### config.mk
export PLATFORM = sky130hd
export DESIGN_NAME = controlUnit_flat
export DESIGN_NICKNAME = d
export VERILOG_FILES = /design/src/cpuPkg.sv /design/src/aluIf.sv /design/src/regIf.sv /design/src/controlUnit.sv /design/src/flat_wrapper.sv
export SDC_FILE = /design/constraint.sdc
export NUM_CORES = 1
export LEC_CHECK = 0
export ABC_AREA = 1
export BUFFER_PORTS_ARGS = -buffer_cell sky130_fd_sc_hd__buf_2
export CAP_MARGIN = 5
export CORE_AREA = 2 2 87 89
export CTS_BUF_LIST = sky130_fd_sc_hd__clkbuf_16
export DETAILED_ROUTE_END_ITERATION = 7
export DIE_AREA = 0 0 89 91
export HOLD_SLACK_MARGIN = 0.05
export PLACE_DENSITY = 0.82
export SLEW_MARGIN = 20
export SYNTH_ARGS = -nofsm -noshare
export SYNTH_HDL_FRONTEND = slang
export SYNTH_SLANG_ARGS = --single-unit
### constraint.sdc
create_clock -name clk -period 5.2 [get_ports clk]
set_input_delay 0.26 -clock clk [delete_from_list [all_inputs] [get_ports clk]]
set_output_delay 0.26 -clock clk [all_outputs]
set_load 0.01 [all_outputs]
### src/cpuPkg.sv
package cpuPkg;
	localparam int wordWidth = 16; // data and instruction word
	localparam int regIdxWidth = 2;
	localparam int aluOpWidth = 4;

	localparam logic [regIdxWidth-1:0] regAx = 2'd0;
	localparam logic [regIdxWidth-1:0] regBx = 2'd1;
	localparam logic [regIdxWidth-1:0] regCx = 2'd2;
	localparam logic [regIdxWidth-1:0] regDx = 2'd3;

	// opcode words
	localparam logic [wordWidth-1:0] opNop = 16'h0000;
	localparam logic [wordWidth-1:0] opMov3 = 16'h0007; // reg to reg
	localparam logic [wordWidth-1:0] opMov4 = 16'h0008; // immediate to reg
	localparam logic [wordWidth-1:0] opPop = 16'h0009;
	localparam logic [wordWidth-1:0] opOut = 16'h000A;
	localparam logic [wordWidth-1:0] opPush = 16'h000B;
	localparam logic [wordWidth-1:0] opAdd = 16'h000C;
	localparam logic [wordWidth-1:0] opAdc = 16'h000D;
	localparam logic [wordWidth-1:0] opSub = 16'h000E;
	localparam logic [wordWidth-1:0] opCmp = 16'h0014;
	localparam logic [wordWidth-1:0] opAnd = 16'h0015;
	localparam logic [wordWidth-1:0] opNot = 16'h0017;
	localparam logic [wordWidth-1:0] opOr = 16'h0018;
	localparam logic [wordWidth-1:0] opShl = 16'h0019;
	localparam logic [wordWidth-1:0] opShr = 16'h001A;
	localparam logic [wordWidth-1:0] opXor = 16'h001B;
	localparam logic [wordWidth-1:0] opJmp = 16'h0020;
	localparam logic [wordWidth-1:0] opJc = 16'h0021;
	localparam logic [wordWidth-1:0] opJnc = 16'h0022;
	localparam logic [wordWidth-1:0] opJz = 16'h0023;
	localparam logic [wordWidth-1:0] opJnz = 16'h0024;
	localparam logic [wordWidth-1:0] opIn = 16'h0028;

	// alu operation select
	localparam logic [aluOpWidth-1:0] aluAdd = 4'h1;
	localparam logic [aluOpWidth-1:0] aluAdc = 4'h2;
	localparam logic [aluOpWidth-1:0] aluSub = 4'h3; // also used by cmp
	localparam logic [aluOpWidth-1:0] aluAnd = 4'hA;
	localparam logic [aluOpWidth-1:0] aluNot = 4'hC;
	localparam logic [aluOpWidth-1:0] aluOr = 4'hD;
	localparam logic [aluOpWidth-1:0] aluShl = 4'hE;
	localparam logic [aluOpWidth-1:0] aluShr = 4'hF;
	localparam logic [aluOpWidth-1:0] aluXor = 4'h0;

	// first parameter word, either a plain value or a register pair
	typedef union packed {
		logic [wordWidth-1:0] value; // jump target or immediate
		struct packed {
			logic [wordWidth-2*regIdxWidth-1:0] spare;
			logic [regIdxWidth-1:0] dst; // bits 3:2
			logic [regIdxWidth-1:0] src; // bits 1:0, single-reg ops too
		} pair;
	} operandWord;
endpackage

### src/aluIf.sv
`timescale 1ns/1ps

interface aluIf;
	logic [cpuPkg::wordWidth-1:0] a;
	logic [cpuPkg::wordWidth-1:0] b;
	logic [cpuPkg::aluOpWidth-1:0] op;
	logic carryIn; // for adc

	logic [cpuPkg::wordWidth-1:0] result; // one cycle after issue
	logic carry;
	logic zero;
	logic overflow;

	modport ctrl (
		output a, b, op, carryIn,
		input result, carry, zero, overflow
	);

	modport unit (
		input a, b, op, carryIn,
		output result, carry, zero, overflow
	);
endinterface

### src/regIf.sv
`timescale 1ns/1ps

interface regIf;
	logic [cpuPkg::regIdxWidth-1:0] rdIdxA;
	logic [cpuPkg::regIdxWidth-1:0] rdIdxB;
	logic [cpuPkg::wordWidth-1:0] rdDataA; // combinational
	logic [cpuPkg::wordWidth-1:0] rdDataB;

	logic wrEn;
	logic [cpuPkg::regIdxWidth-1:0] wrIdx;
	logic [cpuPkg::wordWidth-1:0] wrData; // taken at the clock edge

	modport ctrl (
		output rdIdxA, rdIdxB, wrEn, wrIdx, wrData,
		input rdDataA, rdDataB
	);

	modport file (
		input rdIdxA, rdIdxB, wrEn, wrIdx, wrData,
		output rdDataA, rdDataB
	);
endinterface

### src/controlUnit.sv
`timescale 1ns/1ps

module controlUnit #(
	parameter int progDepth = 256,
	parameter int stackDepth = 16
) (
	input logic clk,
	input logic reset,
	input logic [cpuPkg::wordWidth-1:0] opcode,
	input logic [cpuPkg::wordWidth-1:0] par1,
	input logic [cpuPkg::wordWidth-1:0] par2,
	input logic [cpuPkg::wordWidth-1:0] inPort,
	output logic [$clog2(progDepth)-1:0] fetchAddr,
	output logic pushEn,
	output logic [cpuPkg::wordWidth-1:0] pushData,
	output logic [$clog2(stackDepth)-1:0] stackPtr,
	input logic [cpuPkg::wordWidth-1:0] popData,
	regIf.ctrl regPort,
	aluIf.ctrl aluPort,
	output logic ioStrobe
);
	localparam int pcWidth = $clog2(progDepth);

	cpuPkg::operandWord operand;
	logic [pcWidth-1:0] pc;
	logic [pcWidth-1:0] seqPc;
	logic aluPending; // high in the writeback cycle
	logic carryFlag;
	logic zeroFlag;
	logic overflowFlag;
	logic isArith; // add, adc, sub, cmp
	logic isLogic2; // and, or, xor
	logic isUnary; // not, shl, shr
	logic isAlu;
	logic jumpTaken;
	logic [1:0] instrLen;

	assign operand = par1;
	assign fetchAddr = pc;
	assign seqPc = pc + pcWidth'(instrLen);
	assign isAlu = isArith | isLogic2 | isUnary;

	// decode
	always_comb begin
		isArith = 1'b0;
		isLogic2 = 1'b0;
		isUnary = 1'b0;
		jumpTaken = 1'b0;
		instrLen = 2'd1; // unknown opcodes fall through as nop
		aluPort.op = cpuPkg::aluAdd;
		case (opcode)
			cpuPkg::opMov3, cpuPkg::opPush, cpuPkg::opPop: instrLen = 2'd2;
			cpuPkg::opMov4: instrLen = 2'd3;
			cpuPkg::opAdd: isArith = 1'b1;
			cpuPkg::opAdc: begin
				isArith = 1'b1;
				aluPort.op = cpuPkg::aluAdc;
			end
			cpuPkg::opSub, cpuPkg::opCmp: begin
				isArith = 1'b1;
				aluPort.op = cpuPkg::aluSub;
			end
			cpuPkg::opAnd, cpuPkg::opOr, cpuPkg::opXor: begin
				isLogic2 = 1'b1;
				instrLen = 2'd2;
				aluPort.op = (opcode == cpuPkg::opAnd) ? cpuPkg::aluAnd
					: (opcode == cpuPkg::opOr) ? cpuPkg::aluOr : cpuPkg::aluXor;
			end
			cpuPkg::opNot, cpuPkg::opShl, cpuPkg::opShr: begin
				isUnary = 1'b1;
				instrLen = 2'd2;
				aluPort.op = (opcode == cpuPkg::opNot) ? cpuPkg::aluNot
					: (opcode == cpuPkg::opShl) ? cpuPkg::aluShl : cpuPkg::aluShr;
			end
			cpuPkg::opJmp, cpuPkg::opJc, cpuPkg::opJnc, cpuPkg::opJz, cpuPkg::opJnz: begin
				instrLen = 2'd2; // not taken skips the target word
				jumpTaken = (opcode == cpuPkg::opJmp)
					|| (opcode == cpuPkg::opJc && carryFlag)
					|| (opcode == cpuPkg::opJnc && !carryFlag)
					|| (opcode == cpuPkg::opJz && zeroFlag)
					|| (opcode == cpuPkg::opJnz && !zeroFlag);
			end
			default: ;
		endcase
	end

	// arithmetic is dx op ax, single-reg ops read the src field
	assign regPort.rdIdxA = isArith ? cpuPkg::regDx
		: (isUnary ? operand.pair.src : operand.pair.dst);
	assign regPort.rdIdxB = isArith ? cpuPkg::regAx : operand.pair.src;
	assign aluPort.a = regPort.rdDataA;
	assign aluPort.b = regPort.rdDataB;
	assign aluPort.carryIn = carryFlag;
	assign pushEn = (opcode == cpuPkg::opPush);
	assign pushData = regPort.rdDataB;

	// register writeback
	always_comb begin
		regPort.wrEn = 1'b0;
		regPort.wrIdx = operand.pair.src;
		regPort.wrData = aluPort.result;
		if (aluPending) begin
			regPort.wrEn = (opcode != cpuPkg::opCmp); // cmp only touches flags
			if (isArith)
				regPort.wrIdx = cpuPkg::regAx;
			else if (isLogic2)
				regPort.wrIdx = operand.pair.dst;
		end else begin
			case (opcode)
				cpuPkg::opMov3: begin
					regPort.wrEn = 1'b1;
					regPort.wrIdx = operand.pair.dst;
					regPort.wrData = regPort.rdDataB;
				end
				cpuPkg::opMov4: begin
					regPort.wrEn = 1'b1;
					regPort.wrData = par2;
				end
				cpuPkg::opPop: begin
					regPort.wrEn = 1'b1;
					regPort.wrData = popData;
				end
				cpuPkg::opIn: begin
					regPort.wrEn = 1'b1;
					regPort.wrIdx = cpuPkg::regDx;
					regPort.wrData = inPort;
				end
				default: ;
			endcase
		end
	end

	always_ff @(posedge clk) begin
		if (!reset) begin
			pc <= '0;
			stackPtr <= '0;
			aluPending <= 1'b0;
			carryFlag <= 1'b0;
			zeroFlag <= 1'b0;
			overflowFlag <= 1'b0;
			ioStrobe <= 1'b0;
		end else begin
			ioStrobe <= (opcode == cpuPkg::opOut); // bx and dx stay put next cycle
			if (isAlu && !aluPending) begin
				aluPending <= 1'b1; // issue, pc holds
			end else begin
				aluPending <= 1'b0;
				pc <= jumpTaken ? operand.value[pcWidth-1:0] : seqPc;
				if (aluPending) begin
					zeroFlag <= aluPort.zero;
					if (isArith) begin
						carryFlag <= aluPort.carry;
						overflowFlag <= aluPort.overflow;
					end
				end
				if (opcode == cpuPkg::opPush)
					stackPtr <= stackPtr + 1'b1;
				else if (opcode == cpuPkg::opPop)
					stackPtr <= stackPtr - 1'b1;
			end
		end
	end
endmodule

### src/flat_wrapper.sv
// flat-port wrapper written by rule: the top's interface ports become plain ports
module controlUnit_flat 
#(
	parameter int progDepth = 256,
	parameter int stackDepth = 16
)
  (clk, reset, opcode, par1, par2, inPort, fetchAddr, pushEn, pushData, stackPtr, popData, ioStrobe, regPort_rdIdxA, regPort_rdIdxB, regPort_wrEn, regPort_wrIdx, regPort_wrData, regPort_rdDataA, regPort_rdDataB, aluPort_a, aluPort_b, aluPort_op, aluPort_carryIn, aluPort_result, aluPort_carry, aluPort_zero, aluPort_overflow);
  regIf regPort_i ();
  aluIf aluPort_i ();
  input logic clk;
  input logic reset;
  input logic [cpuPkg::wordWidth-1:0] opcode;
  input logic [cpuPkg::wordWidth-1:0] par1;
  input logic [cpuPkg::wordWidth-1:0] par2;
  input logic [cpuPkg::wordWidth-1:0] inPort;
  output logic [$clog2(progDepth)-1:0] fetchAddr;
  output logic pushEn;
  output logic [cpuPkg::wordWidth-1:0] pushData;
  output logic [$clog2(stackDepth)-1:0] stackPtr;
  input logic [cpuPkg::wordWidth-1:0] popData;
  output logic ioStrobe;
  output wire logic [$bits(regPort_i.rdIdxA)-1:0] regPort_rdIdxA;
  output wire logic [$bits(regPort_i.rdIdxB)-1:0] regPort_rdIdxB;
  output wire logic [$bits(regPort_i.wrEn)-1:0] regPort_wrEn;
  output wire logic [$bits(regPort_i.wrIdx)-1:0] regPort_wrIdx;
  output wire logic [$bits(regPort_i.wrData)-1:0] regPort_wrData;
  input wire logic [$bits(regPort_i.rdDataA)-1:0] regPort_rdDataA;
  input wire logic [$bits(regPort_i.rdDataB)-1:0] regPort_rdDataB;
  output wire logic [$bits(aluPort_i.a)-1:0] aluPort_a;
  output wire logic [$bits(aluPort_i.b)-1:0] aluPort_b;
  output wire logic [$bits(aluPort_i.op)-1:0] aluPort_op;
  output wire logic [$bits(aluPort_i.carryIn)-1:0] aluPort_carryIn;
  input wire logic [$bits(aluPort_i.result)-1:0] aluPort_result;
  input wire logic [$bits(aluPort_i.carry)-1:0] aluPort_carry;
  input wire logic [$bits(aluPort_i.zero)-1:0] aluPort_zero;
  input wire logic [$bits(aluPort_i.overflow)-1:0] aluPort_overflow;
  assign regPort_rdIdxA = regPort_i.rdIdxA;
  assign regPort_rdIdxB = regPort_i.rdIdxB;
  assign regPort_wrEn = regPort_i.wrEn;
  assign regPort_wrIdx = regPort_i.wrIdx;
  assign regPort_wrData = regPort_i.wrData;
  assign regPort_i.rdDataA = regPort_rdDataA;
  assign regPort_i.rdDataB = regPort_rdDataB;
  assign aluPort_a = aluPort_i.a;
  assign aluPort_b = aluPort_i.b;
  assign aluPort_op = aluPort_i.op;
  assign aluPort_carryIn = aluPort_i.carryIn;
  assign aluPort_i.result = aluPort_result;
  assign aluPort_i.carry = aluPort_carry;
  assign aluPort_i.zero = aluPort_zero;
  assign aluPort_i.overflow = aluPort_overflow;
  controlUnit #(.progDepth(progDepth), .stackDepth(stackDepth)) u_core (.clk(clk), .reset(reset), .opcode(opcode), .par1(par1), .par2(par2), .inPort(inPort), .fetchAddr(fetchAddr), .pushEn(pushEn), .pushData(pushData), .stackPtr(stackPtr), .popData(popData), .regPort(regPort_i), .aluPort(aluPort_i), .ioStrobe(ioStrobe));
endmodule
# Word level (Yosys, flattened, before mapping)
# Cells that the tools add are included.
dict set report op_classes {
  shift 0
  mul 0
  n_div 0
  eq_ne 22
  muxes 25
  bitwise 3
  reduce_logical 23
  order_cmp 0
  add_sub_neg 3
}
# operator count
set op_table {}
lappend op_table {{$eq A16 B4 Y1 const B} 7}
lappend op_table {{$eq A16 B5 Y1 const B} 7}
lappend op_table {{$eq A16 B6 Y1 const B} 6}
lappend op_table {{$pmux W16 S4} 1}
lappend op_table {{$mux W4} 5}
lappend op_table {{$eq A16 B3 Y1 const B} 1}
lappend op_table {{$mux W16} 1}
lappend op_table {{$ne A16 B5 Y1 const B} 1}
lappend op_table {{$pmux W4 S4} 1}
lappend op_table {{$reduce_or A14 Y1} 1}
lappend op_table {{$mux W2} 6}
lappend op_table {{$add A8 B2 Y8} 1}
lappend op_table {{$mux W1} 8}
lappend op_table {{$mux W8} 1}
lappend op_table {{$pmux W2 S2} 2}
lappend op_table {{$reduce_or A4 Y1} 2}
lappend op_table {{$reduce_or A3 Y1} 2}
lappend op_table {{$logic_and A1 B1 Y1} 5}
lappend op_table {{$reduce_or A5 Y1} 1}
lappend op_table {{$add A4 B1 Y4 const B} 1}
lappend op_table {{$logic_or A1 B1 Y1} 4}
lappend op_table {{$reduce_and A2 Y1} 2}
lappend op_table {{$sub A4 B1 Y4 const B} 1}
lappend op_table {{$logic_not A1 Y1} 3}
lappend op_table {{5 further kinds} 6}
dict set report word_totals {
  elab_cells 82
  rom_bits 0
  latchBits 0
  memories 0
  ff_bits 16
  input_bits 133
  output_inout_bits 90
  ramBits 0
}

# Logic depth before layout (Yosys ltp)
dict set report depth {
  ltp_word 8
  depth_mapped 20
}

# Worst setup path after synthesis
# No wires, ideal clock.
dict set report synth_path {
  kind {input port to flip-flop}
  startpoint {input opcode[15] (netlist bit)}
  endpoint {register u_core.pc[6] (netlist: u_core.fetchAddr[6])}
  setup_slack_ns 2.515
  stages 20
  required_time_ns 5.089
  n_path_buf 2
  arrival_ns 2.573
  cell_sequence {nor2_1 > nand2_1 > nor2_1 > buf_2 > buf_2 > nand2_1 > o31ai_1 > nor2_1 > and3_1 > ha_1 > fa_1 > inv_1 > nor2_1 > nand3_1 > xor2_1 > nand4_1 > nand2_1 > nand2_1 > inv_1 > nor2_1}
}
dict set report synth_via {
  elab_chain_len 8
  word_cells_on_any_way 42
  classes_between {1 x add/sub; 19 x eq/ne; 6 x mux; 2 x bitwise; 14 x reduce/logical}
}
# item line
set synth_lines {}
lappend synth_lines {{from (decl)} flat_wrapper.sv:12} ;# input logic [cpuPkg::wordWidth-1:0] opcode;
lappend synth_lines {{branches (longest 8 deep; another with $add A8 B2 Y8)} -}
lappend synth_lines {{to (signal assigned)} controlUnit.sv:148} ;# pc <= jumpTaken ? operand.value[pcWidth-1:0] : seqPc;
lappend synth_lines {{to (decl)} controlUnit.sv:25} ;# logic [pcWidth-1:0] pc;
# Parallel ways; which one is timed is not known.
# A chain may end at the register's enable or synchronous reset.

# Worst setup path in the final report
dict set report layout_path {
  startpoint {input opcode[7] (netlist bit)}
  endpoint {register u_core.pc[6] (netlist: u_core.fetchAddr[6])}
}
# The elaborated chain is that of the path after synthesis.

==> results.toml <==
[die]
row_count = 31
fp.dieH_um = 91
core_mm2 = 0.007137
die_w_um = 89
initial_core_util = 0.4134
dieArea_mm2 = 0.008099
io_pins = 223

[route]
via_per_inst = 5.209
ant_nets = 0
totalWireLength_um = 10580
firstDrtPassIters = 5
drt_iter0_drc = 287
vias = 3954
routedWlPerCell_um = 13.94
drc = 0

[global_route]
grt.total_usage = 0.2549
met3_usage = 0.03545
grt_remaining_overflow = 0
grt_antenna_before_repair = 0
grt_pass1_vias = 3597
busiest_layer = "met2"
use_met1 = 0.3121
grt_max_degree = 68
grt_pass1_wl_um = 16790
met2_usage = 0.4465

[synthesis]
ys_seq_area_frac = 0.1086
synth_area_mm2 = 0.002950
synth_top_area_share = 0.1713
ys_types = 32
syn_inst = 544
synth-main-ff-cell = "dfxtp_1"
yosys_warnings = 0
yosys-top-cells-area = "nand3_1 17%, nand2_1 16%, buf_4 12%"
synth_top_area_cell = "nand3_1"
synth-edff-count = 0
synthesis.nets = 683
synthArstFlopShare = 0
avgSynthCellArea_um2 = 5.423
ys_ff_latch = 16

[cts]
clk_pin_slew_ns = 0.05
htree_num_levels = 1
root_buffer = "clkbuf_16"
cts_tree = "built"
hold_buffers = 0
clk_path_buf_depth = 2
cts.sinks = 16
clock_latency_ns = 0.25
cts_resized = 0
post_cts_buffers = 0
numCtsBuffers = 3

[critical_path]
cp-end-kind = "flop"
cp-start-kind = "input port"
critPathKind = "in -> reg"
crit_required_ns = 5.35
crit_fanout = 8
crit_arrival_ns = 3.31

[sta]
fmax_mhz = 316.6
setup_viol = 0
tightest_slew_ns = 0.9164
period_needed_ns = 3.159
rsz0062_at_grt = "false"
fin_skew_ns = 0.003014
period_share = 0.6075
slew_headroom = 0.3884
finalSetupTns_ns = 0
final-hold-violation-count = 0
final_max_slew_viol_count = 0

[final_layout]
antennaDiodeCount = 0
final_common_cell = "buf_2"
final_util = 0.5067
nFillCells = 775
area.growth.synth_to_final_pct = 22.56
layout_common_cells = "181 x buf_2, 122 x nand2_1, 101 x nand3_1"
final_cells = 759
drive_gt1_frac = 0.3167
final_nets = 801

[placement]
dp_cells = 756
io_buffers = 181
gp_congestion = 0.9509
dp_hpwl_um = 8347

[power_and_ir_drop]
p_per_area_mw_per_mm2 = 114.6
peakVddDrop_mv = 0.1094
p_leak_nw = 1.983

[job]
cap_violations = 0

[status]
status = "complete, no violations"

[hold_path]
hold_class = "in -> reg"
-- worst max-delay path, cell delays in order --
cell and delay, ns:
buf_2 0.10, nor2_2 0.18, nor2b_1 0.53, nand3_1 0.31, nand3_1 0.30, nor2_2 0.10
and3_1 0.20, ha_1 0.20, fa_1 0.40, inv_1 0.07, nor2_1 0.06, nand3_1 0.09
xor2_1 0.17, nand4_1 0.12, nand2_1 0.09, nand2_1 0.05, inv_1 0.05, nor2_1 0.03
-- area by class of cell --
type	count	area, um^2	area share
clock buffers	3	75.07	0.02076
inverters	68	255.2	0.07059
multi-input cells	390	1921	0.5311
flip-flops and latches	16	320.3	0.08858
well taps	99	123.9	0.03426
repair buffers	183	920.9	0.2547
-- routing by layer --
metal / routed length, um / share of wire / up-vias
li1: - / - / 1956
met1: 4089 / 0.39 / 1734
met2: 5327 / 0.50 / 234
met3: 904 / 0.085 / 30
met4: 255 / 0.024 / 0
met5: 0 / 0 / -
-- flip-flops by register name, indices dropped and copies added, names as in the netlist --
name,count
u_core.fetchAddr,8
u_core.stackPtr,4
u_core.aluPending,1
u_core.aluPort.carryIn,1
u_core.ioStrobe,1
u_core.zeroFlag,1
-- stage by stage --
stage | cell area (um^2) | setup WS [ns] | power [mW] | hold WS (ns)
6_report | 3616 | 2.041 | 0.4143 | 0.2993
5_1_grt | 3616 | 1.818 | 0.4351 | 0.2969
4_1_cts | 3616 | 2.112 | 0.4131 | 0.2991
3_5_place_dp | 3541 | 1.883 | 0.2649 | 0.4731
3_3_place_gp | 3541 | 2.012 | 0.2623 | 0.4602
2_1_floorplan | 2950 | 2.515 | 0.2158 | 0.3984
-- power breakdown --
part,internal (mW),switching (mW),total [mW]
registers,0.125,0.00275,0.128
logic,0.0611,0.0759,0.137
clock network,0.101,0.0485,0.150
-- path summary, 6_finish.rpt --
kind | start | slack (ns) | depth (start not counted) | to
min reg2reg | u_core.stackPtr[2]$_SDFFE_PN0P_ | 0.48 | 2 | u_core.stackPtr[2]$_SDFFE_PN0P_
max | opcode[7] | 2.04 | 18 | u_core.fetchAddr[6]$_SDFFE_PN0N_
max reg2reg | u_core.aluPending$_SDFF_PN0_ | 3.35 | 6 | u_core.fetchAddr[2]$_SDFFE_PN0N_
min | aluPort_carry | 0.30 | 3 | u_core.aluPort.carryIn$_SDFFE_PN0P_
-- Yosys cell counts (2+ instances only) --
master     count
nand2_1      122
nand3_1      101
inv_1         65
nor2_1        59
buf_4         48
nand4_1       25
o21ai_0       17
dfxtp_1       16
o21ai_1       12
buf_2          9
a21oi_1        8
clkbuf_1       8
nand2_2        8
nor2_2         6
nor3_1         5
buf_1          4
ha_1           4
xor2_1         4
inv_2          3
nor2_4         3
o211ai_1       3
and3_1         2
fa_1           2
o2111ai_1      2
-- kinds of logic after synthesis --
kind of cell	share of synthesized area
compound gates	0.08482
xor+xnor	0.01484
fa+ha+maj	0.03054
buf+inv	0.2430
flops	0.1086
simple gates	0.5182
(Power assumes the default switching activity.)
